`config.mk`:
```
export PLATFORM = sky130hd
export DESIGN_NAME = entry_locator
export DESIGN_NICKNAME = d
export VERILOG_FILES = /design/src/common/rob_pkg.sv /design/src/rob/entry_locator.sv
export SDC_FILE = /design/constraint.sdc
export NUM_CORES = 1
export LEC_CHECK = 0
export ABC_CLOCK_PERIOD_IN_PS = 8500
export BUFFER_PORTS_ARGS = -buffer_cell sky130_fd_sc_hd__clkbuf_2
export CORE_ASPECT_RATIO = 1.25
export CORE_UTILIZATION = 42
export DETAILED_ROUTE_END_ITERATION = 8
export PLACE_DENSITY = 0.9
export RECOVER_POWER = 100
export SKIP_LAST_GASP = 1
export SLEW_MARGIN = 20
export SYNTH_ARGS = -nofsm -noshare
export SYNTH_HDL_FRONTEND = slang
export SYNTH_SLANG_ARGS = --single-unit
```
`constraint.sdc`:
```
create_clock -name vclk -period 8.5
set_input_delay 1.7 -clock vclk [all_inputs]
set_output_delay 1.7 -clock vclk [all_outputs]
set_load 0.005 [all_outputs]
```
`src/common/rob_pkg.sv`:
```
`default_nettype none

package rob_pkg;

  // ============================================================
  // Sizes
  // ============================================================
  localparam int ROB_ENTRIES = 16;
  localparam int VLEN_BYTES  = 16;

  // ============================================================
  // Widths that carry a meaning
  // ============================================================
  typedef logic [3:0]   rob_tag_t;
  // Extra top bit tells full from empty
  typedef logic [4:0]   rob_ptr_t;
  typedef logic [4:0]   vreg_t;
  typedef logic [127:0] vdata_t;
  typedef logic [15:0]  byte_ena_t;
  // Element 0 in bits 31:0, element 1 in bits 63:32
  typedef logic [63:0]  beat_data_t;
  typedef logic [6:0]   elem_off_t;
  typedef logic [7:0]   vl_t;

  typedef enum logic [1:0] {
    SEW8  = 2'd0,
    SEW16 = 2'd1,
    SEW32 = 2'd2
  } sew_t;

  typedef enum logic [1:0] {
    LMUL1 = 2'd0,
    LMUL2 = 2'd1,
    LMUL4 = 2'd2,
    LMUL8 = 2'd3
  } lmul_t;

  // ============================================================
  // Structs
  // ============================================================
  typedef struct packed {
    logic       ready;
    rob_tag_t   index;
    vreg_t      vd;
    sew_t       sew;
    elem_off_t  woffset;
    vl_t        vl;
    beat_data_t wdata;
    logic [1:0] elem_en;
  } result_beat_t;

  typedef struct packed {
    rob_tag_t   final_index;
    vreg_t      final_vd;
    logic [3:0] byte_off;
    logic       filled;
    logic       last;
  } beat_loc_t;

  typedef struct packed {
    logic      wen;
    vreg_t     vd;
    byte_ena_t byte_ena;
    vdata_t    data;
  } vreg_write_t;

  // Element size in bytes
  function automatic logic [2:0] sew_bytes(input sew_t sew);
    case (sew)
      SEW32:   return 3'd4;
      SEW16:   return 3'd2;
      default: return 3'd1;
    endcase
  endfunction

endpackage

`default_nettype wire

```
`src/rob/entry_locator.sv`:
```
`timescale 1ns/10ps
`default_nettype none

module entry_locator (
  input  rob_pkg::result_beat_t beat,
  output rob_pkg::beat_loc_t    loc
);
  import rob_pkg::*;

  logic [2:0] size;
  logic [8:0] byte_pos;
  logic [4:0] entry_step;
  logic [3:0] byte_off;
  logic [4:0] beat_end;
  vl_t        next_elem;
  rob_tag_t   final_index;
  vreg_t      final_vd;
  logic       filled;
  logic       last;

  // ============================================================
  // Byte position of element 0 within the group
  // ============================================================
  assign size     = sew_bytes(beat.sew);
  assign byte_pos = {2'b00, beat.woffset} * {6'd0, size};

  // Upper bits pick the entry, lower bits the byte in it
  assign entry_step = byte_pos[8:4];
  assign byte_off   = byte_pos[3:0];

  // Entry index wraps around the buffer
  assign final_index = beat.index + entry_step[3:0];
  assign final_vd    = beat.vd + entry_step;

  // Both elements fit in the entry since woffset is even
  assign beat_end = {1'b0, byte_off} + {1'b0, size, 1'b0};
  assign filled   = (beat_end == 5'(VLEN_BYTES));

  // Final beat of the instruction including odd vl
  assign next_elem = {1'b0, beat.woffset} + 8'd2;
  assign last      = (next_elem >= beat.vl);

  assign loc = '{
    final_index: final_index,
    final_vd:    final_vd,
    byte_off:    byte_off,
    filled:      filled,
    last:        last
  };

endmodule

`default_nettype wire

```
==> flow_summary_export.csv, run 1 <==
group,metric,value,unit
final_layout,syn_to_final_growth,19.46,%
setup_path,slowest_delay,490,ps
job,maxCapViolCount,0,
final_layout,layout-drive-gt1-share,0.2077,
die,io_pins,108,
detailed_routing,drc,0,
clocking,cts_hold_buf,0,
grt,grt_overflow_total,0,
pwr,ir_drop,0.05089,mV
sta,worstMarginPinSlew,429.4,ps
sta,worst_hold_slack,3702,ps
clocking,cts_resized,0,
place,portBuffers,41,
setup_path,cp-start-kind,"input pin",
synthesis,syn_avg_cell_area,7.994,sq um
detailed_routing,initialDrtViolationCount,7,
pwr,p_leak,0.8184,nW
sta,max_slew_margin,0.7117,
detailed_routing,antenna_left,0,
die,die_area,2955,sq um
synthesis,synth_top_cell_by_area,"ha_1",
grt,grt_pass1_vias,966,
sta,rsz0062_at_grt,"no",
final_layout,n_fill_cell,265,
sta,slew_viol_final,0,
grt,antenna_found_initial,0,
synthesis,ys.warnings.count,0,
die,die_w,48.83,um
final_layout,seq_area,0,sq um
die,die_h,60.53,um
hold_path,min_path_type,"input pin to output port",
setup_path,cp_data_arrival_time,5220,ps
place,gp_congestion,0.7769,
sta,fin_crit_sh,0.8146,
die,core,2502,sq um
synthesis,synth_common_cells,"ha_1 (29), inv_1 (26), nand2_1 (14)",
setup_path,critPathSlowestCell,"fa_1",
sta,hold_viol_final,0,
detailed_routing,drt_pass1_iterations,3,
synthesis,synth_nets,275,
sta,max_freq,144.4,MHz
grt,grt_max_degree,10,
setup_path,cp_data_required_time,6800,ps
synthesis,synthCells,144,
sta,period_needed,6924,ps
synthesis,yosysSeqAreaShare,0,
detailed_routing,vias_per_cell,4.856,
synthesis,synth.top_cell.area_share,0.3152,
setup_path,crit_type,"input pin to output port",
final_layout,n_antenna_cell,0,
synthesis,ys_top_cells_by_area,"ha_1 (32%), fa_1 (16%), inv_1 (8.5%)",
detailed_routing,via_count,1049,
sta,tns,0,ps
final_layout,clkbuf_count,0,
run_status,outcome,"complete, no violations",
place,hpwl,2.003,mm
die,std_cell_rows,20,
synthesis,ys_types,23,
final_layout,design.seq.count,0,
pwr,powerDensity,86.12,nW/um^2
synthesis,netlist_area,1151,sq um
setup_path,crit_chain,"clkbuf_1, inv_1, ha_1, and2_0, fa_1, ha_1, inv_1, fa_1, xnor2_1, ha_1, fa_1, a21o_1, a21oi_1, xnor2_1, xnor2_1, clkbuf_1",
detailed_routing,wl_per_cell,10.09,um
detailed_routing,routed_wl,2.180,mm
grt,grt_pass1_wl,3.836,mm
setup_path,crit_path_end_kind,"output port",
setup_path,cp_max_fo,8,
grt,grt_use_total,0.1567,
final_layout,final_nets,316,
synthesis,synth_most_common_cell,"ha_1",
sta,setup_viol,0,
clocking,postCtsSetupBuffers,0,
die,start_util,0.4600,
==> kinds of logic after synthesis <==
group                    Yosys count  share of synthesized area
XOR/XNOR                          17                     0.1359
AND/OR/NAND/NOR                   35                     0.1500
AO/OA/AOI/OAI                     26                     0.1446
buffers and inverters             28                    0.09782
adder cells (fa/ha/maj)           38                     0.4717
==> stage by stage <==
step / instance area [sq um] / instances / utilization / setup slack [ps] / power, mW
global route: 1375 / 216 / 0.5495 / 1360 / 0.1349
global placement: 1383 / 216 / 0.5525 / 1645 / 0.1150
CTS: 1383 / 216 / 0.5525 / 1562 / 0.1216
floorplan: 1151 / 144 / - / 2056 / 0.08020
detailed placement: 1383 / 216 / 0.5525 / 1567 / 0.1209
finish: 1375 / 216 / 0.5495 / 1576 / 0.1184
==> worst paths after layout <==
path	start	end	depth (start not counted)
worst max-delay path	beat[81]	loc[10]	16
worst min-delay path	beat[83]	loc[6]	3
==> power breakdown <==
part | internal [mW] | switching, mW
logic | 0.0588 | 0.0596
registers | 0 | 0
clock network | 0 | 0
total | 0.0588 | 0.0596
==> cells in the final DEF (no fill, tap or decap), drive strengths merged <==
| cell type | synthesis | final |
|---|---|---|
| and2 | 8 | 8 |
| and3 | 2 | 2 |
| inv | 26 | 26 |
| o21ai | 4 | 4 |
| nor3 | 1 | 1 |
| nor4b | 1 | 1 |
| o21bai | 2 | 2 |
| nor2 | 3 | 3 |
| o21a | 1 | 1 |
| clkbuf | 0 | 41 |
| a211oi | 1 | 1 |
| nor2b | 1 | 1 |
| fa | 9 | 9 |
| xor2 | 5 | 5 |
| ha | 29 | 29 |
| a21oi | 11 | 11 |
| a21o | 7 | 7 |
| xnor2 | 12 | 12 |
| nand2 | 14 | 14 |
| nand2b | 1 | 1 |
| nand3 | 4 | 4 |
==> per-layer routing <==
metal,share of wire,track usage,up-vias
li1,-,-,550
met3,0.050,0.01003,0
met1,0.45,0.1845,467
met4,0,0,0
met5,0,0,-
met2,0.50,0.3294,32
==> critical path: cells and delay by family <==
| family | cells | cell delay, ps |
|---|---|---|
| AND/OR/NAND/NOR | 1 | 210 |
| buffers and inverters | 4 | 340 |
| AO/OA/AOI/OAI | 2 | 370 |
| XOR/XNOR | 3 | 480 |
| adder cells (fa/ha/maj) | 6 | 2120 |
==> final cells by class <==
class	count	area (sq um)	share of cell area
timing repair buffer	41	197.7	0.1438
multi-input combinational	116	1039	0.7552
tap	33	41.29	0.03003
inverter	26	97.59	0.07097
Note: power is estimated with default switching activity, not from simulation.
==> run 2: changes to the inputs <==
--- a/config.mk
+++ b/config.mk
@@ -5,12 +5,12 @@
 export SDC_FILE = /design/constraint.sdc
 export NUM_CORES = 1
 export LEC_CHECK = 0
-export ABC_CLOCK_PERIOD_IN_PS = 8500
+export ABC_CLOCK_PERIOD_IN_PS = 6600
 export BUFFER_PORTS_ARGS = -buffer_cell sky130_fd_sc_hd__clkbuf_2
 export CORE_ASPECT_RATIO = 1.25
-export CORE_UTILIZATION = 42
+export CORE_UTILIZATION = 39
 export DETAILED_ROUTE_END_ITERATION = 8
-export PLACE_DENSITY = 0.9
+export PLACE_DENSITY = 0.85
 export RECOVER_POWER = 100
 export SKIP_LAST_GASP = 1
 export SLEW_MARGIN = 20
==> constraint.sdc (replaced) <==
create_clock -name vclk -period 6.6
set_input_delay 1.32 -clock vclk [all_inputs]
set_output_delay 1.32 -clock vclk [all_outputs]
set_load 0.005 [all_outputs]
==> run 2 against run 1 <==
Effect of this change:
- largest cell class unchanged
- via count shrank 0.19%
- sequential share of layout area unchanged
- critical path depth did not move
- global-route usage shrank 1.9 points
- worst hold slack worse by 770 ps
- power is 28% higher
- die area up 7.4%
- clock-buffer cell count did not move
- combinational power up 28%
- setup slack got worse by 1100 ps
- routed wire length down 4.1%
==> flow_summary_export.csv, run 2 (same netlist as run 1, synthesis figures left out) <==
group,metric,value,unit
setup_path,crit_buf_inv,4,
final_layout,final_cell_mix,"clkbuf_2 (37), ha_1 (29), inv_1 (26), nand2_1 (14), xnor2_1 (11)",
final_layout,n_fill_cell,287,
sta,fin_crit_sh,0.9341,
place,portBuffers,41,
grt,grt_overflow_total,0,
sta,max_freq,162.2,MHz
final_layout,syn_to_final_growth,19.78,%
hold_path,min_path_type,"input pin to output port",
setup_path,cp_data_arrival_time,4840,ps
detailed_routing,drc,0,
die,die_area,3174,sq um
grt,grt_max_degree,10,
place,gp_congestion,0.7377,
sta,slew_viol_final,0,
detailed_routing,routed_wl,2.091,mm
setup_path,crit_chain,"clkbuf_1, inv_1, ha_1, and2_0, fa_1, ha_1, inv_1, fa_1, xnor2_1, ha_1, fa_1, a21o_1, a21oi_1, xnor2_1, xnor2_1, clkbuf_2",
setup_path,cp-start-kind,"input pin",
final_layout,final_nets,316,
grt,grt_pass1_vias,952,
place,hpwl,1.969,mm
clocking,postCtsSetupBuffers,0,
grt,grt_pass1_wl,3.663,mm
run_status,outcome,"complete, no violations",
die,std_cell_rows,21,
setup_path,crit_family,"adder cells",
grt,antenna_found_initial,0,
final_layout,seq_area,0,sq um
final_layout,multiInputGateArea,1039,sq um
pwr,power,0.1514,mW
setup_path,slowest_delay,500,ps
detailed_routing,drt_pass1_iterations,3,
die,io_pins,108,
sta,rsz0062_at_grt,"no",
pwr,p_leak,0.8250,nW
setup_path,cp_data_required_time,5280,ps
job,maxCapViolCount,0,
sta,worstMarginPinSlew,422.4,ps
detailed_routing,antenna_left,0,
pwr,ir_drop,0.06090,mV
final_layout,fin_util,0.5046,
final_layout,n_antenna_cell,0,
detailed_routing,vias_per_cell,4.825,
final_layout,layout-drive-gt1-share,0.2186,
die,start_util,0.4212,
detailed_routing,wl_per_cell,9.636,um
sta,period_needed,6165,ps
setup_path,crit_path_end_kind,"output port",
setup_path,cp_max_fo,8,
final_layout,design_area,1379,sq um
detailed_routing,via_count,1047,
sta,hold_viol_final,0,
pwr,powerDensity,109.8,nW/um^2
grt,grt_use_total,0.1376,
clocking,cts_hold_buf,0,
setup_path,critPathSlowestCell,"fa_1",
die,die_w,50.59,um
sta,max_slew_margin,0.7164,
final_layout,clkbuf_count,0,
final_layout,design.seq.count,0,
final_layout,final_common_cell,"clkbuf_2",
die,core,2733,sq um
sta,worst_hold_slack,2937,ps
sta,tns,0,ps
detailed_routing,initialDrtViolationCount,12,
setup_path,crit_type,"input pin to output port",
die,die_h,62.74,um
place,dpl-instance-area,1384,sq um
clocking,cts_resized,0,
sta,setup_viol,0,
[run 2: worst paths after layout]
path | end | startpoint | slack (ps) | cells after the start
setup / recovery | loc[10] | beat[81] | 440 | 16
hold / removal | loc[6] | beat[83] | 2940 | 3
[run 2: layout make-up]
| cell class | count | share of cell area |
|---|---|---|
| Timing Repair Buffer | 41 | 0.1452 |
| Multi-Input combinational cell | 116 | 0.7532 |
| Inverter | 26 | 0.07078 |
| Tap cell | 34 | 0.03085 |
[run 2: through the flow]
stage,instances,setup slack (ps)
after global placement,217,489.3
after CTS,217,426.3
after floorplan,144,916.3
final,217,435.1
after global routing,217,183.1
after detailed placement,217,426.2
[run 2: layer usage]
layer,track usage,share of wire
met1,0.1733,0.47
met2,0.2700,0.49
met3,0,0.046
met4,0,0
met5,0,0
[run 2: report_power, final]
part	internal, mW	total [mW]	switching, mW
Combinational	0.0753	0.151	0.0760
Clock	0	0	0
Sequential	0	0	0
