--- src/common/rob_pkg.sv ---
`default_nettype none

package rob_pkg;

  // ============================================================
  // Sizes
  // ============================================================
  localparam int ROB_ENTRIES = 16;
  localparam int VLEN_BYTES  = 16;

  // ============================================================
  // Widths that carry a meaning
  // ============================================================
  typedef logic [3:0]   rob_tag_t;
  // Extra top bit tells full from empty
  typedef logic [4:0]   rob_ptr_t;
  typedef logic [4:0]   vreg_t;
  typedef logic [127:0] vdata_t;
  typedef logic [15:0]  byte_ena_t;
  // Element 0 in bits 31:0, element 1 in bits 63:32
  typedef logic [63:0]  beat_data_t;
  typedef logic [6:0]   elem_off_t;
  typedef logic [7:0]   vl_t;

  typedef enum logic [1:0] {
    SEW8  = 2'd0,
    SEW16 = 2'd1,
    SEW32 = 2'd2
  } sew_t;

  typedef enum logic [1:0] {
    LMUL1 = 2'd0,
    LMUL2 = 2'd1,
    LMUL4 = 2'd2,
    LMUL8 = 2'd3
  } lmul_t;

  // ============================================================
  // Structs
  // ============================================================
  typedef struct packed {
    logic       ready;
    rob_tag_t   index;
    vreg_t      vd;
    sew_t       sew;
    elem_off_t  woffset;
    vl_t        vl;
    beat_data_t wdata;
    logic [1:0] elem_en;
  } result_beat_t;

  typedef struct packed {
    rob_tag_t   final_index;
    vreg_t      final_vd;
    logic [3:0] byte_off;
    logic       filled;
    logic       last;
  } beat_loc_t;

  typedef struct packed {
    logic      wen;
    vreg_t     vd;
    byte_ena_t byte_ena;
    vdata_t    data;
  } vreg_write_t;

  // Element size in bytes
  function automatic logic [2:0] sew_bytes(input sew_t sew);
    case (sew)
      SEW32:   return 3'd4;
      SEW16:   return 3'd2;
      default: return 3'd1;
    endcase
  endfunction

endpackage

`default_nettype wire

--- src/rob/rob_pointers.sv ---
`timescale 1ns/10ps
`default_nettype none

module rob_pointers (
  input  logic             CLK,
  input  logic             nRST,
  input  logic             alloc_ena,
  input  logic             commit,
  input  logic             flush,
  input  rob_pkg::lmul_t   lmul,
  output rob_pkg::rob_tag_t head_index,
  output rob_pkg::rob_tag_t cur_tail,
  output logic             full,
  output logic             alloc_ok
);
  import rob_pkg::*;

  rob_ptr_t head;
  rob_ptr_t tail;
  rob_ptr_t occupancy;
  rob_ptr_t free_count;
  rob_ptr_t group_size;

  // Wrap bits make the difference exact up to ROB_ENTRIES
  assign occupancy  = tail - head;
  assign free_count = rob_ptr_t'(ROB_ENTRIES) - occupancy;
  assign full       = (occupancy == rob_ptr_t'(ROB_ENTRIES));

  // One entry per register of the group
  always_comb begin
    case (lmul)
      LMUL2:   group_size = 5'd2;
      LMUL4:   group_size = 5'd4;
      LMUL8:   group_size = 5'd8;
      default: group_size = 5'd1;
    endcase
  end

  assign alloc_ok   = alloc_ena && (free_count >= group_size);
  assign head_index = head[3:0];
  assign cur_tail   = tail[3:0];

  always_ff @(posedge CLK, negedge nRST) begin
    if (!nRST) begin
      head <= '0;
      tail <= '0;
    end else if (flush) begin
      head <= '0;
      tail <= '0;
    end else begin
      if (commit) begin
        head <= head + 5'd1;
      end
      // Refused requests leave the tail alone
      if (alloc_ok) begin
        tail <= tail + group_size;
      end
    end
  end

endmodule

`default_nettype wire

--- config.mk ---
export PLATFORM = sky130hd
export DESIGN_NAME = rob_pointers
export DESIGN_NICKNAME = d
export VERILOG_FILES = /design/src/common/rob_pkg.sv /design/src/rob/rob_pointers.sv
export SDC_FILE = /design/constraint.sdc
export NUM_CORES = 1
export LEC_CHECK = 0
export ABC_AREA = 1
export BUFFER_PORTS_ARGS = -buffer_cell sky130_fd_sc_hd__buf_4
export CAP_MARGIN = 20
export CORE_ASPECT_RATIO = 0.8
export CORE_MARGIN = 2
export CORE_UTILIZATION = 49
export DETAILED_ROUTE_END_ITERATION = 6
export PLACE_DENSITY = 0.78
export SYNTH_ARGS = -nofsm -noshare
export SYNTH_HDL_FRONTEND = slang
export SYNTH_SLANG_ARGS = --single-unit
--- constraint.sdc ---
create_clock -name CLK -period 2.3 [get_ports CLK]
set_clock_uncertainty 0.1 [all_clocks]
set_input_delay 0.115 -clock CLK [delete_from_list [all_inputs] [get_ports CLK]]
set_output_delay 0.115 -clock CLK [all_outputs]
set_load 0.005 [all_outputs]
==> results of run 1 <==
## flip-flops by register name, summed over array words and instances, names as in the netlist
name and count:
head 5, tail 5
## per-layer routing
metal / part of all wire [%] / wire [um]
met1: 44 / 1090
met2: 51 / 1270
met3: 4.9 / 123
met4: 0.88 / 22
met5: 0 / 0
## kinds of logic (layout without fill, tap and decap cells)
family          Yosys count  count (layout)  share of synthesized area (%)
fa+ha+maj                17              17                           22.9
flops                    10              10                           25.2
buf+inv                  29              55                           14.1
compound gates            8               8                           4.16
simple gates             64              64                           28.3
xor+xnor                  6               6                           5.29
## synth_stat cells (2+ instances only)
| cell type | count | area share [%] |
|---|---|---|
| inv_1 | 20 | 7.6 |
| ha_1 | 15 | 19 |
| a21oi_1 | 6 | 3.0 |
| nor2_1 | 15 | 5.7 |
| nand2_1 | 28 | 11 |
| nor3_1 | 2 | 1.0 |
| fa_1 | 2 | 4.0 |
| xor2_1 | 5 | 4.4 |
| nand3_1 | 11 | 5.5 |
| buf_4 | 8 | 6.0 |
| dfrtp_1 | 10 | 25 |
| nand4_1 | 4 | 2.5 |
## where the power goes
part / internal [uW] / switching, uW
Sequential: 215 / 32.3
Combinational: 777 / 859
Clock: 96.2 / 64.8
## worst reg2reg max path, stage by stage (launching register included)
cell     delay, ns
dfrtp_1       0.38
inv_1         0.06
ha_2          0.16
inv_2         0.04
fa_2          0.52
inv_2         0.05
ha_4          0.15
xor2_1        0.16
inv_1         0.09
ha_4          0.27
inv_1         0.03
nor2_1        0.08
nand2_1       0.07
nand3_2       0.09
nand2_4       0.06
buf_4         0.13
buf_6         0.13
nand3_2       0.06
nand2_1       0.06
## through the flow
step	setup TNS [ns]	setup WS (ns)	cell area, um2	power, uW
after global placement	-1.60	-0.293	1140	1360
final	-3.06	-0.551	1330	2040
after detailed placement	-1.92	-0.345	1140	1430
after CTS	-2.30	-0.516	1240	1780
after global routing	-3.76	-0.649	1330	2220
after floorplan	-0.940	-0.184	996	1100
## worst paths after layout
check                           startpoint       end  slack, ns
worst max register to register     tail[0]   tail[3]      -0.51
min in group asynchronous             nRST   tail[0]       0.09
worst min register to register     head[4]   head[4]       0.40
worst min-delay path                commit   head[0]       0.05
max in group asynchronous             nRST   tail[1]       1.86
worst max-delay path               tail[0]  alloc_ok      -0.55
## final cells by class
type	instances	area [um2]	share of cell area [%]
Timing Repair Buffer	31	249	18.7
Sequential cell	10	250	18.8
Tap cell	24	30.0	2.25
Clock buffer	4	36.3	2.72
Multi-Input combinational cell	95	693	52.0
Inverter	20	75.1	5.63
## timing repair
item / 4_1_cts / 5_1_grt
gates resized for setup: 6 / 17
hold buffers: 2 / 0
setup endpoints to repair: 7 / 7
pin swaps: 1 / 11
buffers inserted: 2 / 3
hold endpoints to repair: 13 / 0
==> results.sh, run 1 <==
export IMPL_overflow=0
export IMPL_fin_ws_ns=-0.551
export IMPL_grt_total_usage_pct=22.7
export IMPL_cap_violations=0
export IMPL_min_period_over_period_pct=124
export IMPL_synth_area_um2=993
export IMPL_synth_edf_count=0
export IMPL_pin_count=17
export IMPL_synthToLayoutAreaGrowth_pct=34.3
export IMPL_start_kind="flip-flop"
export IMPL_clk_pin_slew_ns=0.07
export IMPL_whs_ns=0.0532
export IMPL_drive_gt1_share_pct=34.4
export IMPL_p_leak_uw=0.000735
export IMPL_status="finished with violations"
export IMPL_rows=14
export IMPL_final_nets=185
export IMPL_clockBufferDepth=2
export IMPL_crit_buf_inv=7
export IMPL_synth_cells=134
export IMPL_grt_max_degree=13
export IMPL_critPathSlowestCell="fa_2"
export IMPL_numCtsBuffers=3
export IMPL_drc=0
export IMPL_die_y_um=44.3
export IMPL_fillers=152
export IMPL_yosysSeqAreaShare_pct=25.2
export IMPL_drt_iter0_drc=17
export IMPL_crit_chain="inv_1 > ha_2 > inv_2 > fa_2 > inv_2 > ha_4 > xor2_1 > inv_1 > ha_4 > inv_1 > nor2_1 > nand2_1 > nand3_2 > nand2_4 > inv_2 > buf_6"
export IMPL_clk_insertion_delay_late_ns=0.27
export IMPL_synth_distinct_cells=20
export IMPL_async_flop_share_pct=100
export IMPL_path_class="flip-flop to output port"
export IMPL_crit_family="adder cells"
export IMPL_gp_congestion=0.836
export IMPL_relSlewSlack_pct=71.0
export IMPL_hold_violations=0
export IMPL_cp_max_fo=2
export IMPL_hold_depth=3
export IMPL_worstRegToRegCells=18
export IMPL_dp_cells=173
export IMPL_yosysWarnings=0
export IMPL_met3_usage_pct=6.08
export IMPL_routedWlPerCell_um=13.6
export IMPL_vdd_drop_max_v=0.000868
export IMPL_mostFrequentLayoutCell="buf_4"
export IMPL_rsz0062_at_grt="yes"
export IMPL_dr_pass1_iters=4
export IMPL_slowest_delay_ns=0.52
export IMPL_synth_flop_cell="dfrtp_1"
export IMPL_start_util_pct=52.5
export IMPL_antenna_found_initial=0
export IMPL_globalRouteMet2Util_pct=37.8
export IMPL_setup_viol=7
export IMPL_worst_pin_slew_ns=0.434
export IMPL_vias_per_cell=5.28
export IMPL_max_freq_mhz=351
export IMPL_grt_busiest_layer="met2"
export IMPL_finalCriticalPeriod_ns=2.85
export IMPL_hold_class="input pin to flip-flop"
export IMPL_ys_ff_latch=10
export IMPL_clock_sinks=10
export IMPL_stdcell_count=184
export IMPL_antenna_cells=0
export IMPL_dieArea_um2=2410
export IMPL_via_count=972
export IMPL_layout_common_cells="buf_4 (26), nand2_1 (25), inv_1 (17)"
export IMPL_core_um2=1890
export IMPL_final_core_util_pct=70.5
export IMPL_root_buffer="clkbuf_4"
export IMPL_portBuffers=16
export IMPL_use_met1_pct=28.0
export IMPL_die_w_um=54.3
export IMPL_syn_area_per_cell_um2=7.41
export IMPL_crit_cells=16
export IMPL_grt_pass1_vias=889
export IMPL_place_hpwl_mm=1.90
export IMPL_worstPathArrival_ns=2.64
export IMPL_wl_mm=2.51
export IMPL_synth_nets=158
export IMPL_crit_required_ns=2.09
export IMPL_cp_end_kind="output port"
export IMPL_tritoncts="built"
export IMPL_p_per_area_nw_per_um2=1530
export IMPL_cts_max_level=1
export IMPL_ant_nets=0
export IMPL_grt_pass1_wl_mm=3.80
export IMPL_violations="negative setup slack"
export IMPL_slew_violations=0
No activity file was read; power rests on OpenSTA's default activity.
==> inputs of run 2 (changes only) <==
--- a/config.mk
+++ b/config.mk
@@ -9,7 +9,7 @@
 export BUFFER_PORTS_ARGS = -buffer_cell sky130_fd_sc_hd__buf_4
 export CAP_MARGIN = 20
 export CORE_ASPECT_RATIO = 0.8
-export CORE_MARGIN = 2
+export CORE_MARGIN = 4
 export CORE_UTILIZATION = 49
 export DETAILED_ROUTE_END_ITERATION = 6
 export PLACE_DENSITY = 0.78
==> run 2 against run 1 <==
Compared with the run above: the flow still finishes with violations (negative setup slack); non-clock buffer count shrank 1; routed wire length shrank 9.0%; largest power group unchanged; combinational power grew 4%; via count shrank 0.93%; utilization shrank 0.97 points; critical path depth is the same; highest routed layer unchanged; cell count shrank 0.54%; sequential cell count is the same; maximum frequency grew 0.67%; clock power shrank 2%; register-to-register slack is essentially flat; largest cell class unchanged; clock-buffer cell count is the same.
==> results.sh, run 2 (synthesis gave the netlist of run 1 again) <==
export IMPL_min_period_over_period_pct=123
export IMPL_critPathSlowestCell="fa_2"
export IMPL_antenna_cells=0
export IMPL_multi_input_area_um2=696
export IMPL_whs_ns=0.0353
export IMPL_die_w_um=58.3
export IMPL_crit_required_ns=2.09
export IMPL_grt_pass1_wl_mm=3.51
export IMPL_max_freq_mhz=353
export IMPL_synthToLayoutAreaGrowth_pct=33.6
export IMPL_die_y_um=48.3
export IMPL_worstPathArrival_ns=2.62
export IMPL_dieArea_um2=2820
export IMPL_drive_gt1_share_pct=34.6
export IMPL_slew_violations=0
export IMPL_crit_buf_inv=7
export IMPL_portBuffers=16
export IMPL_final_nets=184
export IMPL_clk_insertion_delay_late_ns=0.27
export IMPL_routedWlPerCell_um=12.5
export IMPL_tritoncts="built"
export IMPL_path_class="flip-flop to output port"
export IMPL_top_regs="head (5), tail (5)"
export IMPL_start_kind="flip-flop"
export IMPL_fin_ws_ns=-0.532
export IMPL_start_util_pct=52.0
export IMPL_overflow=0
export IMPL_grt_max_degree=13
export IMPL_antenna_found_initial=0
export IMPL_clockBufferDepth=2
export IMPL_pin_count=17
export IMPL_cp_end_kind="output port"
export IMPL_crit_chain="inv_1 > ha_2 > inv_2 > fa_2 > inv_2 > ha_4 > xor2_2 > inv_2 > ha_4 > inv_2 > nor2_2 > nand2_1 > nand3_2 > nand2_4 > inv_4 > buf_6"
export IMPL_cap_violations=0
export IMPL_clk_pin_slew_ns=0.07
export IMPL_mostFrequentLayoutCell="buf_4"
export IMPL_grt_total_usage_pct=17.4
export IMPL_hold_violations=0
export IMPL_cts_max_level=1
export IMPL_layout_common_cells="buf_4 (26), nand2_1 (25), inv_1 (15)"
export IMPL_final_core_util_pct=69.5
export IMPL_dr_pass1_iters=6
export IMPL_slowest_delay_ns=0.52
export IMPL_grt_pass1_vias=840
export IMPL_ant_nets=0
export IMPL_wl_mm=2.28
export IMPL_via_count=963
export IMPL_vdd_drop_max_v=0.00108
export IMPL_core_um2=1910
export IMPL_finalCriticalPeriod_ns=2.83
export IMPL_p_per_area_nw_per_um2=1590
export IMPL_gp_congestion=0.774
export IMPL_violations="negative setup slack"
export IMPL_drt_iter0_drc=21
export IMPL_vias_per_cell=5.26
export IMPL_place_hpwl_mm=1.76
export IMPL_drc=0
export IMPL_crit_family="adder cells"
export IMPL_root_buffer="clkbuf_4"
export IMPL_hold_class="input pin to flip-flop"
export IMPL_cp_max_fo=2
export IMPL_rsz0062_at_grt="yes"
export IMPL_setup_viol=7
export IMPL_fillers=151
export IMPL_relSlewSlack_pct=69.2
export IMPL_rows=14
export IMPL_critPathMostFrequentCell="inv_2"
export IMPL_ff_latch_area_um2=250
export IMPL_status="finished with violations"
export IMPL_clock_sinks=10
export IMPL_numCtsBuffers=3
export IMPL_p_leak_uw=0.000732
export IMPL_total_power_uw=2110
export IMPL_worst_pin_slew_ns=0.461
==> run 2: power breakdown <==
part	internal, uW	leakage (uW)	total (uW)	switching [uW]
Clock	96.1	0.0000210	157	61.3
Combinational	832	0.000574	1710	876
Sequential	215	0.000137	244	28.9
Total	1140	0.000732	2110	966
==> run 2: final timing paths <==
check	slack, ns	end	cells after the start	from
max in group asynchronous	1.84	tail[0]	2	nRST
setup reg to reg	-0.52	tail[2]	18	tail[0]
hold / removal	0.04	head[1]	3	commit
setup / recovery	-0.53	alloc_ok	16	tail[0]
hold reg to reg	0.39	head[4]	1	head[4]
min in group asynchronous	0.12	head[2]	2	nRST
==> run 2: tightest hold or removal path, cell delays in order <==
cell,delay (ns)
buf_4,0.11
a21oi_1,0.07
nor2_1,0.08
==> run 2: what timing repair did <==
action | CTS | global route
buffers inserted | 3 | 2
setup endpoints to repair | 7 | 7
hold buffers | 2 | 0
pin swaps | 4 | 6
endpoints found under the hold margin | 13 | 0
resized for setup | 15 | 11
==> run 2: metrics by stage <==
step	area (um2)	setup slack (ns)	cells	TNS [ns]
after floorplan	996	-0.184	134	-0.940
after CTS	1280	-0.544	182	-2.99
final	1330	-0.532	183	-3.10
after detailed placement	1140	-0.387	173	-2.20
after global routing	1330	-0.667	183	-3.89
after global placement	1140	-0.293	173	-1.60
==> run 2: area by class of cell <==
type | count | area share (%)
repair buffers | 30 | 17.9
well taps | 24 | 2.26
inverters | 20 | 5.84
flip-flops and latches | 10 | 18.9
multi-input cells | 95 | 52.4
clock buffers | 4 | 2.73
==> run 2: metal layers <==
| metal | GRT usage, % | up-vias | share of wire [%] |
|---|---|---|---|
| met4 | 8.80 | 0 | 1.2 |
| met1 | 21.4 | 450 | 44 |
| li1 | - | 475 | - |
| met3 | 3.97 | 4 | 5.4 |
| met5 | 0 | - | 0 |
| met2 | 29.6 | 34 | 49 |
==> inputs of run 3 (changes only) <==
--- a/config.mk
+++ b/config.mk
@@ -10,9 +10,9 @@
 export CAP_MARGIN = 20
 export CORE_ASPECT_RATIO = 0.8
 export CORE_MARGIN = 4
-export CORE_UTILIZATION = 49
+export CORE_UTILIZATION = 40
 export DETAILED_ROUTE_END_ITERATION = 6
-export PLACE_DENSITY = 0.78
+export PLACE_DENSITY = 0.64
 export SYNTH_ARGS = -nofsm -noshare
 export SYNTH_HDL_FRONTEND = slang
 export SYNTH_SLANG_ARGS = --single-unit
==> constraint.sdc (replaced) <==
create_clock -name CLK -period 3.2 [get_ports CLK]
set_clock_uncertainty 0.1 [all_clocks]
set_input_delay 0.16 -clock CLK [delete_from_list [all_inputs] [get_ports CLK]]
set_output_delay 0.16 -clock CLK [all_outputs]
set_load 0.005 [all_outputs]
==> run 3 against run 2 <==
Compared with the run above: first-iteration DRC count up 33%; via count down 8.1%; combinational power fell by 48%; non-clock buffer count is 8 lower; register-to-register slack improved by 0.90 ns; design area decreased by 11%; worst setup slack improved by 0.67 ns; the run now ends clean; utilization shrank 17 points; worst hold slack better by 0.044 ns; sequential cell count stayed put; critical endpoint unchanged; total power shrank 43%.
==> results.sh, run 3 (synthesis gave the netlist of run 1 again) <==
export IMPL_antenna_found_initial=0
export IMPL_setup_viol=0
export IMPL_mostFrequentLayoutCell="nand2_1"
export IMPL_tritoncts="built"
export IMPL_p_leak_uw=0.000685
export IMPL_root_buffer="clkbuf_4"
export IMPL_critPathMostFrequentCell="inv_1"
export IMPL_reg2reg_slack_ns=0.38
export IMPL_rows=15
export IMPL_place_hpwl_mm=1.71
export IMPL_overflow=0
export IMPL_portBuffers=16
export IMPL_p_per_area_nw_per_um2=1010
export IMPL_grt_max_degree=13
export IMPL_max_freq_mhz=326
export IMPL_combPwrFrac_pct=73.9
export IMPL_grt_pass1_wl_mm=3.40
export IMPL_clk_pin_slew_ns=0.07
export IMPL_dr_pass1_iters=4
export IMPL_placed_area_um2=1080
export IMPL_start_kind="flip-flop"
export IMPL_wl_mm=2.12
export IMPL_dieArea_um2=3350
export IMPL_cap_violations=0
export IMPL_clk_insertion_delay_late_ns=0.26
export IMPL_p_sw_share_pct=48.0
export IMPL_clkPwrFrac_pct=9.6
export IMPL_fillers=227
export IMPL_ant_nets=0
export IMPL_relSlewSlack_pct=77.8
export IMPL_finalCriticalPeriod_ns=3.06
export IMPL_min_period_over_period_pct=95.8
export IMPL_drt_iter0_drc=28
export IMPL_numCtsBuffers=3
export IMPL_die_y_um=52.6
export IMPL_worstPathArrival_ns=2.80
export IMPL_pwr_share_seq_pct=16.4
export IMPL_clock_sinks=10
export IMPL_top_regs="head (5), tail (5)"
export IMPL_hold_violations=0
export IMPL_slowest_delay_ns=0.44
export IMPL_cp_end_kind="output port"
export IMPL_vias_per_cell=5.03
export IMPL_whs_ns=0.0790
export IMPL_start_util_pct=44.1
export IMPL_vdd_drop_max_v=0.000475
export IMPL_core_um2=2250
export IMPL_p_int_uw=623
export IMPL_routedWlPerCell_um=12.1
export IMPL_clockBufferDepth=2
export IMPL_cts_max_level=1
export IMPL_worst_pin_slew_ns=0.333
export IMPL_grt_total_usage_pct=13.1
export IMPL_cp_max_fo=5
export IMPL_critPathSlowestCell="dfrtp_2"
export IMPL_stdcell_area_um2=1180
export IMPL_final_nets=176
export IMPL_layout_common_cells="nand2_1 (28), inv_1 (20), buf_4 (20)"
export IMPL_via_count=885
export IMPL_status="finished, final reports clean"
export IMPL_drive_gt1_share_pct=19.9
export IMPL_slew_violations=0
export IMPL_die_w_um=63.7
export IMPL_antenna_cells=0
export IMPL_p_switching_uw=576
export IMPL_met3_usage_pct=3.22
export IMPL_grt_busiest_layer="met2"
export IMPL_path_class="flip-flop to output port"
export IMPL_crit_chain="ha_1 > inv_1 > fa_2 > inv_1 > ha_1 > xor2_1 > inv_1 > ha_1 > nand2_1 > nand2_1 > nand2_1 > nand3_2 > nand2_4 > inv_1 > buf_4"
export IMPL_globalRouteMet2Util_pct=21.5
export IMPL_hold_class="input pin to flip-flop"
export IMPL_pin_count=17
export IMPL_synthToLayoutAreaGrowth_pct=19.1
export IMPL_grt_pass1_vias=791
export IMPL_use_met1_pct=17.1
export IMPL_gp_congestion=0.888
export IMPL_crit_required_ns=2.94
export IMPL_drc=0
==> run 3: final cells by class <==
type                    instances  area (um2)  share of cell area [%]
multi-input cells              95         618                    52.2
flip-flops and latches         10         253                    21.4
repair buffers                 22         170                    14.4
inverters                      20        75.1                    6.34
clock buffers                   4        36.3                    3.07
well taps                      25        31.3                    2.64
==> run 3: metrics by stage <==
stage / utilization (%) / cells / total power (uW) / setup TNS, ns / setup WS, ns
after floorplan: - / 134 / 786 / 0 / 0.682
after global placement: 47.9 / 166 / 936 / 0 / 0.456
after detailed placement: 47.9 / 166 / 970 / 0 / 0.414
after CTS: 50.4 / 172 / 1090 / 0 / 0.106
after global routing: 52.6 / 176 / 1350 / -0.0357 / -0.0357
final: 52.6 / 176 / 1200 / 0 / 0.136
==> run 3: power by group through the flow <==
stage | clock, uW | combinational, uW | sequential (uW)
floorplan | 0 | 599 | 187
global placement | 0 | 732 | 204
detailed placement | 0 | 766 | 204
CTS | 118 | 775 | 201
global route | 125 | 1020 | 205
finish | 115 | 886 | 197
==> run 3: path summary, 6_finish.rpt <==
check | start | end | cells after the start
worst max-delay path | head[0] | alloc_ok | 15
worst min-delay path | commit | head[1] | 3
worst max register to register | head[0] | tail[4] | 17
worst min register to register | head[4] | head[4] | 1
max in group asynchronous | nRST | head[2] | 2
min in group asynchronous | nRST | head[4] | 2
==> run 3: critical path, delay by kind of cell, from the launching register on <==
kind          cells  cell delay, ns
fa+ha+maj         4            1.08
flops             1            0.44
xor+xnor          1            0.15
buf+inv           5            0.41
simple gates      5            0.45
==> run 3: routing by layer <==
layer	wire (um)	vias to the layer above
met5	0	-
met1	1000	406
met3	71	2
met4	19	0
li1	-	462
met2	1030	15
==> run 3: timing repair <==
| item | CTS | global route |
|---|---|---|
| hold buffers | 2 | 0 |
| endpoints found under the setup margin | 0 | 1 |
| hold endpoints to repair | 13 | 0 |
| gates resized for setup | 0 | 5 |
| buffers inserted | 0 | 4 |
